### src/hw/rv_isa_pkg.sv
package rv_isa_pkg;

  //////////////////////////////
  // Datapath and field widths
  //////////////////////////////

  // Register, ALU and immediate width
  localparam int XLEN = 32;

  // Base instruction width
  localparam int ILEN = 32;

  localparam int REG_ADDR_W = 5;
  localparam int FUNCT3_W   = 3;
  localparam int FUNCT7_W   = 7;

  // Major opcode without the two length bits
  localparam int OPC_W = 5;

  //////////////////////////////
  // Field positions
  //////////////////////////////

  // LSB of each field inside a base instruction
  localparam int OPC_LSB    = 2;
  localparam int RD_LSB     = 7;
  localparam int FUNCT3_LSB = 12;
  localparam int RS1_LSB    = 15;
  localparam int RS2_LSB    = 20;
  localparam int FUNCT7_LSB = 25;

  // Low two bits of every 32-bit encoding
  localparam logic [1:0] LEN_BITS_32 = 2'b11;

  //////////////////////////////
  // Major opcodes
  //////////////////////////////

  // Codes are inst[6:2] of the RV32I base opcode map
  typedef enum logic [OPC_W-1:0] {
    OP_LOAD   = 5'b00000,
    OP_OP_IMM = 5'b00100,
    OP_AUIPC  = 5'b00101,
    OP_STORE  = 5'b01000,
    OP_OP     = 5'b01100,
    OP_LUI    = 5'b01101,
    OP_BRANCH = 5'b11000,
    OP_JALR   = 5'b11001,
    OP_JAL    = 5'b11011,
    OP_SYSTEM = 5'b11100
  } opcode_e;

  // FENCE (MISC-MEM) is not part of this decoder, so its
  // code 00011 falls out as an invalid encoding

endpackage
### src/hw/decode_pkg.sv
package decode_pkg;

  //////////////////////////////
  // Encodings
  //////////////////////////////

  // Immediate layout of an instruction
  typedef enum logic [2:0] {
    FMT_NONE = 3'd0,
    FMT_U    = 3'd1,
    FMT_J    = 3'd2,
    FMT_B    = 3'd3,
    FMT_I    = 3'd4,
    FMT_S    = 3'd5,
    FMT_R    = 3'd6
  } format_e;

  // Write-back source
  //  ALU result, load data or return address (pc + 4)
  typedef enum logic [1:0] {
    WB_ALU = 2'b00,
    WB_MEM = 2'b01,
    WB_RET = 2'b10
  } wb_sel_e;

  //////////////////////////////
  // Bundles
  //////////////////////////////

  // Register and function fields
  typedef struct packed {
    logic [rv_isa_pkg::REG_ADDR_W-1:0] rs1;
    logic [rv_isa_pkg::REG_ADDR_W-1:0] rs2;
    logic [rv_isa_pkg::REG_ADDR_W-1:0] rd;
    logic [rv_isa_pkg::FUNCT3_W-1:0]   funct3;
    logic [rv_isa_pkg::FUNCT7_W-1:0]   funct7;
  } instr_fields_t;

  // Datapath controls
  typedef struct packed {
    logic    alu_pc;
    logic    alu_imm;
    logic    alu_en;
    logic    ma_rd;
    logic    ma_wr;
    wb_sel_e wb_sel;
    logic    wb_en;
    logic    hz_rs1;
    logic    hz_rs2;
  } ctrl_t;

  // Everything the execute stage needs from one instruction
  typedef struct packed {
    rv_isa_pkg::opcode_e          opcode;
    logic                         is_system;
    instr_fields_t                fields;
    logic [rv_isa_pkg::XLEN-1:0]  immediate;
    ctrl_t                        ctrl;
  } decoded_t;

endpackage

### src/hw/rv_decode_top.sv
module rv_decode_top (
  input  logic                        i_clk,
  input  logic                        i_rst_n,
  input  logic                        i_valid,
  input  logic [rv_isa_pkg::ILEN-1:0] i_instr,
  output logic                        o_valid,
  output decode_pkg::decoded_t        o_dec
);

  decode_pkg::instr_fields_t   fields;
  rv_isa_pkg::opcode_e         opcode;
  decode_pkg::format_e         format;
  logic                        enc_valid;
  logic [rv_isa_pkg::XLEN-1:0] imm;
  decode_pkg::ctrl_t           ctrl;
  decode_pkg::decoded_t        dec;

  //////////////////////////////
  // Combinational decode
  //////////////////////////////

  instr_classifier u_classifier (
    .i_instr     (i_instr),
    .o_fields    (fields),
    .o_opcode    (opcode),
    .o_format    (format),
    .o_enc_valid (enc_valid)
  );

  imm_gen u_imm_gen (
    .i_instr  (i_instr),
    .i_format (format),
    .o_imm    (imm)
  );

  ctrl_gen u_ctrl_gen (
    .i_opcode    (opcode),
    .i_enc_valid (enc_valid),
    .o_ctrl      (ctrl)
  );

  // Bundle for the stage register
  assign dec.opcode    = opcode;
  assign dec.is_system = (opcode == rv_isa_pkg::OP_SYSTEM);
  assign dec.fields    = fields;
  assign dec.immediate = imm;
  assign dec.ctrl      = ctrl;

  //////////////////////////////
  // Stage register
  //////////////////////////////

  decode_reg u_decode_reg (
    .i_clk   (i_clk),
    .i_rst_n (i_rst_n),
    .i_valid (i_valid),
    .i_dec   (dec),
    .o_valid (o_valid),
    .o_dec   (o_dec)
  );

endmodule

### src/hw/decode_reg.sv
module decode_reg (
  input  logic                 i_clk,
  input  logic                 i_rst_n,
  input  logic                 i_valid,
  input  decode_pkg::decoded_t i_dec,
  output logic                 o_valid,
  output decode_pkg::decoded_t o_dec
);

  //////////////////////////////
  // Stage valid
  //////////////////////////////

  always_ff @(posedge i_clk) begin
    if (!i_rst_n) begin
      o_valid <= 1'b0;
    end else begin
      o_valid <= i_valid;
    end
  end

  //////////////////////////////
  // Decoded payload
  //////////////////////////////

  // Cleared on reset so all controls start inactive
  always_ff @(posedge i_clk) begin
    if (!i_rst_n) begin
      o_dec <= '0;
    end else if (i_valid) begin
      o_dec <= i_dec;
    end
  end

  // Idle cycles leave the last instruction in place

endmodule

### src/hw/ctrl_gen.sv
module ctrl_gen (
  input  rv_isa_pkg::opcode_e i_opcode,
  input  logic                i_enc_valid,
  output decode_pkg::ctrl_t   o_ctrl
);

  logic op_load;
  logic op_op_imm;
  logic op_auipc;
  logic op_store;
  logic op_op;
  logic op_lui;
  logic op_branch;
  logic op_jalr;
  logic op_jal;

  assign op_load   = (i_opcode == rv_isa_pkg::OP_LOAD);
  assign op_op_imm = (i_opcode == rv_isa_pkg::OP_OP_IMM);
  assign op_auipc  = (i_opcode == rv_isa_pkg::OP_AUIPC);
  assign op_store  = (i_opcode == rv_isa_pkg::OP_STORE);
  assign op_op     = (i_opcode == rv_isa_pkg::OP_OP);
  assign op_lui    = (i_opcode == rv_isa_pkg::OP_LUI);
  assign op_branch = (i_opcode == rv_isa_pkg::OP_BRANCH);
  assign op_jalr   = (i_opcode == rv_isa_pkg::OP_JALR);
  assign op_jal    = (i_opcode == rv_isa_pkg::OP_JAL);

  //////////////////////////////
  // ALU operands
  //////////////////////////////

  // PC-relative targets, JALR bases on rs1 instead
  assign o_ctrl.alu_pc  = op_jal || op_auipc || op_branch;
  assign o_ctrl.alu_imm = !op_op;
  // With alu_en low the ALU just adds
  assign o_ctrl.alu_en  = op_op || op_op_imm;

  //////////////////////////////
  // Memory and write-back
  //////////////////////////////

  // These change architectural state, so a bad encoding must not fire them
  assign o_ctrl.ma_rd = op_load && i_enc_valid;
  assign o_ctrl.ma_wr = op_store && i_enc_valid;
  assign o_ctrl.wb_en = !(op_store || op_branch) && i_enc_valid;

  assign o_ctrl.wb_sel = (op_jal || op_jalr) ? decode_pkg::WB_RET :
                         op_load             ? decode_pkg::WB_MEM :
                                               decode_pkg::WB_ALU;

  // Register read hazards
  assign o_ctrl.hz_rs1 = !(op_lui || op_auipc || op_jal);
  assign o_ctrl.hz_rs2 = op_branch || op_store || op_op;

endmodule

### src/hw/imm_gen.sv
module imm_gen (
  input  logic [rv_isa_pkg::ILEN-1:0] i_instr,
  input  decode_pkg::format_e         i_format,
  output logic [rv_isa_pkg::XLEN-1:0] o_imm
);

  logic [rv_isa_pkg::XLEN-1:0] imm_u;
  logic [rv_isa_pkg::XLEN-1:0] imm_j;
  logic [rv_isa_pkg::XLEN-1:0] imm_b;
  logic [rv_isa_pkg::XLEN-1:0] imm_i;
  logic [rv_isa_pkg::XLEN-1:0] imm_s;

  //////////////////////////////
  // Format layouts
  //////////////////////////////

  // LUI AUIPC
  assign imm_u = {i_instr[31:12], 12'h000};

  // JAL, halfword aligned
  assign imm_j = {
    {12{i_instr[31]}},
    i_instr[19:12],
    i_instr[20],
    i_instr[30:21],
    1'b0
  };

  // Conditional branches, also halfword aligned
  assign imm_b = {
    {20{i_instr[31]}},
    i_instr[7],
    i_instr[30:25],
    i_instr[11:8],
    1'b0
  };

  // Loads, OP-IMM, JALR and SYSTEM
  assign imm_i = {{21{i_instr[31]}}, i_instr[30:20]};

  // Stores split the offset around rs2
  assign imm_s = {{21{i_instr[31]}}, i_instr[30:25], i_instr[11:7]};

  // Select by format
  always_comb begin
    case (i_format)
      decode_pkg::FMT_U: o_imm = imm_u;
      decode_pkg::FMT_J: o_imm = imm_j;
      decode_pkg::FMT_B: o_imm = imm_b;
      decode_pkg::FMT_I: o_imm = imm_i;
      decode_pkg::FMT_S: o_imm = imm_s;
      // R-type and unknown formats carry no immediate
      default:           o_imm = '0;
    endcase
  end

endmodule

### src/hw/instr_classifier.sv
module instr_classifier (
  input  logic [rv_isa_pkg::ILEN-1:0] i_instr,
  output decode_pkg::instr_fields_t   o_fields,
  output rv_isa_pkg::opcode_e         o_opcode,
  output decode_pkg::format_e         o_format,
  output logic                        o_enc_valid
);

  logic [rv_isa_pkg::OPC_W-1:0] opc_bits;
  rv_isa_pkg::opcode_e          opcode;
  logic                         is_lui;

  //////////////////////////////
  // Opcode
  //////////////////////////////

  assign opc_bits = i_instr[rv_isa_pkg::OPC_LSB +: rv_isa_pkg::OPC_W];

  // Raw bits are kept, unlisted codes are caught by the format
  assign opcode = rv_isa_pkg::opcode_e'(opc_bits);
  assign is_lui = (opcode == rv_isa_pkg::OP_LUI);

  //////////////////////////////
  // Field extraction
  //////////////////////////////

  // LUI has no rs1, so the upper immediate bits must not
  // look like a register read
  assign o_fields.rs1 = i_instr[rv_isa_pkg::RS1_LSB +: rv_isa_pkg::REG_ADDR_W] &
                        {rv_isa_pkg::REG_ADDR_W{!is_lui}};
  assign o_fields.rs2    = i_instr[rv_isa_pkg::RS2_LSB +: rv_isa_pkg::REG_ADDR_W];
  assign o_fields.rd     = i_instr[rv_isa_pkg::RD_LSB +: rv_isa_pkg::REG_ADDR_W];
  assign o_fields.funct3 = i_instr[rv_isa_pkg::FUNCT3_LSB +: rv_isa_pkg::FUNCT3_W];
  assign o_fields.funct7 = i_instr[rv_isa_pkg::FUNCT7_LSB +: rv_isa_pkg::FUNCT7_W];

  //////////////////////////////
  // Format
  //////////////////////////////

  always_comb begin
    case (opc_bits)
      rv_isa_pkg::OP_LUI,
      rv_isa_pkg::OP_AUIPC:  o_format = decode_pkg::FMT_U;
      rv_isa_pkg::OP_JAL:    o_format = decode_pkg::FMT_J;
      rv_isa_pkg::OP_BRANCH: o_format = decode_pkg::FMT_B;
      rv_isa_pkg::OP_STORE:  o_format = decode_pkg::FMT_S;
      rv_isa_pkg::OP_OP:     o_format = decode_pkg::FMT_R;
      rv_isa_pkg::OP_LOAD,
      rv_isa_pkg::OP_OP_IMM,
      rv_isa_pkg::OP_JALR,
      rv_isa_pkg::OP_SYSTEM: o_format = decode_pkg::FMT_I;
      default:               o_format = decode_pkg::FMT_NONE;
    endcase
  end

  // Only 32-bit encodings of a known opcode are valid
  assign o_enc_valid = (i_instr[1:0] == rv_isa_pkg::LEN_BITS_32) &&
                       (o_format != decode_pkg::FMT_NONE);

  assign o_opcode = opcode;

endmodule

### config.mk
export PLATFORM = sky130hd
export DESIGN_NAME = rv_decode_top
export DESIGN_NICKNAME = d
export VERILOG_FILES = /design/src/hw/rv_isa_pkg.sv /design/src/hw/decode_pkg.sv /design/src/hw/rv_decode_top.sv /design/src/hw/decode_reg.sv /design/src/hw/ctrl_gen.sv /design/src/hw/imm_gen.sv /design/src/hw/instr_classifier.sv
export SDC_FILE = /design/constraint.sdc
export NUM_CORES = 1
export LEC_CHECK = 0
export BUFFER_PORTS_ARGS = -buffer_cell sky130_fd_sc_hd__buf_2
export CAP_MARGIN = 20
export CORE_ASPECT_RATIO = 1.2
export CORE_MARGIN = 2
export CORE_UTILIZATION = 48
export CTS_CLUSTER_SIZE = 24
export DETAILED_ROUTE_END_ITERATION = 10
export PLACE_DENSITY = 0.79
export SYNTH_ARGS = -nofsm -noshare
export SYNTH_HDL_FRONTEND = slang
export SYNTH_SLANG_ARGS = --single-unit
export TNS_END_PERCENT = 50
### constraint.sdc
create_clock -name i_clk -period 2.5 [get_ports i_clk]
set_clock_uncertainty 0.15 [all_clocks]
set_input_delay 0.25 -clock i_clk [delete_from_list [all_inputs] [get_ports i_clk]]
set_output_delay 0.25 -clock i_clk [all_outputs]
set_load 0.005 [all_outputs]
==> flow_metrics.py <==
metrics = {
    "global_route": {
        "grt_max_degree": 42,
        "antenna_found_initial": 0,
        "grt_pass1_wl_um": 11470,
        "grt_pass1_vias": 2440,
        "grt_overflow": 0,
        "track_usage_pct": 23.07,
    },
    "timing": {
        "post-route-min-period_ns": 2.162,
        "finalSetupViolCount": 0,
        "period_share_pct": 86.48,
        "slew_violations": 0,
        "rsz0062_at_grt": "no",
        "timing.setup.tns_ns": 0,
        "slew_headroom_pct": 62.40,
        "fmax_ghz": 0.4626,
        "tightest_slew_ns": 0.5639,
        "finalHoldViolations": 0,
    },
    "finish": {
        "mostFrequentLayoutCells": "buf_2, dfxtp_1, nor2_1",
        "final_nets": 435,
        "drive_gt1_share_pct": 34.08,
        "syn2layout_area_growth_pct": 32.37,
        "nFillCells": 480,
        "design_area_sq_um": 3781,
        "insertedDiodeCount": 0,
        "final_common_cell": "buf_2",
    },
    "power_and_ir_drop": {
        "fin_total_pwr_uw": 2463,
        "vdd_drop_max_mv": 0.3507,
        "powerDensity_nw_per_um2": 651.4,
        "p_leak_uw": 0.001877,
    },
    "setup_path": {
        "cp.required_ns": 2.63,
        "worst_setup_path_end_kind": "flop",
        "crit_type": "in -> reg",
        "crit-reg2reg-launch": "u_decode_reg.o_dec[31]$_SDFFE_PN0P_",
        "startpoint": "i_instr[2]",
        "critPathLaunchType": "input pin",
        "critPathMaxFanout": 8,
        "critPathArrivalTime_ns": 2.30,
        "ff2ff_setup_slack_ns": 1.60,
        "r2r_cells": 1,
        "r2r-end": "u_decode_reg.o_dec[31]$_SDFFE_PN0P_",
    },
    "floorplan": {
        "initial_core_util_pct": 50.07,
        "design.core.area_sq_um": 5705,
        "num_io_pins": 109,
        "dieArea_sq_um": 6587,
        "rows": 30,
        "die_w_um": 74.42,
        "die_y_um": 88.51,
    },
    "worst_hold_path": {
        "whs_path_depth": 2,
        "hold_end": "u_decode_reg.o_dec[23]$_SDFFE_PN0P_",
        "hold_path.class": "in -> reg",
        "hold_path.startpoint": "i_instr[13]",
    },
    "clock_network": {
        "cts_tree": "built",
        "cts_made_buffers": 9,
        "clk_path_buf_depth": 2,
        "cts_sinks": 74,
        "clockRootBuffer": "clkbuf_8",
        "postCtsSetupBuffers": 0,
        "clock_latency_ns": 0.34,
        "h-tree-depth": 3,
        "clk_pin_slew_ns": 0.07,
    },
    "drt": {
        "wirelength_um": 7406,
        "drc": 0,
        "firstDrtPassIters": 4,
        "via_per_inst": 5.317,
        "vias": 2563,
        "avgRoutedWirePerCell_um": 15.37,
        "ant_nets": 0,
        "drtIter0Drc": 149,
    },
    "yosys": {
        "synth_fp_nets": 318,
        "synth_seq_cells": 74,
        "ys_seq_area_share_pct": 51.86,
        "synth_cells": 280,
        "yosysTopAreaCell": "dfxtp_1",
        "synth_ff_type": "dfxtp_1",
        "ys_types": 50,
        "syn_area_per_cell_sq_um": 10.20,
        "ys_async_sr_fraction_pct": 0,
        "synth_area_sq_um": 2856,
        "synth_edf_count": 0,
        "synth_area_leaders": "dfxtp_1, mux2i_1, a221o_1",
        "synth_top_area_share_pct": 51.86,
        "ys_warn_count": 0,
    },
    "placement": {
        "gp_congestion": 0.8132,
        "hpwl_um": 5131,
        "port_buffers": 108,
        "placed_area_sq_um": 3496,
    },
    "status": {
        "status": "completed",
    },
    "job": {
        "maxCapViolCount": 0,
    },
}
## sequential cells by signal, summed over array words and instances (netlist names)
| signal | count |
|---|---|
| u_decode_reg.o_dec | 73 |
| u_decode_reg.o_valid | 1 |
## power by group
group / switching, uW / leakage (uW) / total [uW] / internal [uW]
clock: 427 / 0.000103 / 912 / 485
sequential: 25.4 / 0.000605 / 1260 / 1230
combinational: 155 / 0.00117 / 294 / 139
total: 607 / 0.00188 / 2460 / 1860
## final cells by class
| cell class | count | area [sq um] | share of cell area [%] |
|---|---|---|---|
| Multi-Input combinational cell | 182 | 1286 | 34.02 |
| Clock inverter | 5 | 53.80 | 1.423 |
| Timing Repair Buffer | 124 | 695.7 | 18.40 |
| Inverter | 6 | 22.52 | 0.5956 |
| Sequential cell | 74 | 1481 | 39.18 |
| Clock buffer | 11 | 141.4 | 3.739 |
| Tap cell | 80 | 100.1 | 2.647 |
## synthesized netlist by cell type, types with 3 or more instances
library cell / instances
a21oi_1: 12
inv_1: 5
a22o_1: 6
nor3b_1: 3
nand2b_1: 6
o21ai_0: 6
nor2_1: 32
nand2_1: 21
clkbuf_1: 13
a2bb2oi_1: 6
a221o_1: 20
nand3_1: 4
ha_1: 3
dfxtp_1: 74
mux2i_1: 26
## logic make-up after synthesis
group	synth area share [%]
AO/OA/AOI/OAI	18.88
XOR/XNOR	0.3067
adder cells (fa/ha/maj)	1.314
buffers and inverters	3.373
flip-flops	51.86
multiplexers	9.111
AND/OR/NAND/NOR	15.16
## worst max-delay path by stage
stage | to | cells past startpoint | slack, ns
global placement | u_decode_reg.o_dec[23]$_SDFFE_PN0P_ | 8 | 0.06
CTS | u_decode_reg.o_dec[23]$_SDFFE_PN0P_ | 8 | 0.35
finish | u_decode_reg.o_dec[24]$_SDFFE_PN0P_ | 8 | 0.34
global route | u_decode_reg.o_dec[28]$_SDFFE_PN0P_ | 8 | 0.20
detailed placement | u_decode_reg.o_dec[27]$_SDFFE_PN0P_ | 8 | 0.004
floorplan | u_decode_reg.o_dec[25]$_SDFFE_PN0P_ | 7 | 0.32
## critical path, cell delays in order
cell	delay [ns]
buf_2	0.12
inv_1	0.05
ha_1	0.32
xor2_1	0.15
o211a_1	0.23
or4_4	0.50
a211oi_4	0.46
a221o_1	0.22
## stage by stage
stage | cells | setup slack [ns] | utilization, % | hold slack [ns]
floorplan | 280 | 0.3206 | - | 0.2257
global route | 482 | 0.2002 | 66.27 | 0.005199
global placement | 457 | 0.06080 | 61.27 | 0.2796
CTS | 482 | 0.3548 | 66.27 | 0.001093
finish | 482 | 0.3381 | 66.27 | 0.01034
detailed placement | 457 | 0.004032 | 61.27 | 0.2853
## metal layers
| layer | routed length (um) | track usage, % | vias up |
|---|---|---|---|
| met5 | 0 | 0 | - |
| met4 | 143 | 10.71 | 0 |
| met3 | 340 | 4.556 | 13 |
| met2 | 3731 | 40.71 | 77 |
| met1 | 3190 | 26.56 | 1228 |
| li1 | - | - | 1245 |
## what timing repair did
item | in CTS | in global routing
hold buffers | 9 | 0
hold endpoints to repair | 14 | 0
endpoints found under the setup margin | 0 | 0
resized for setup | 0 | 0
No activity file was read; power rests on OpenSTA's default activity.
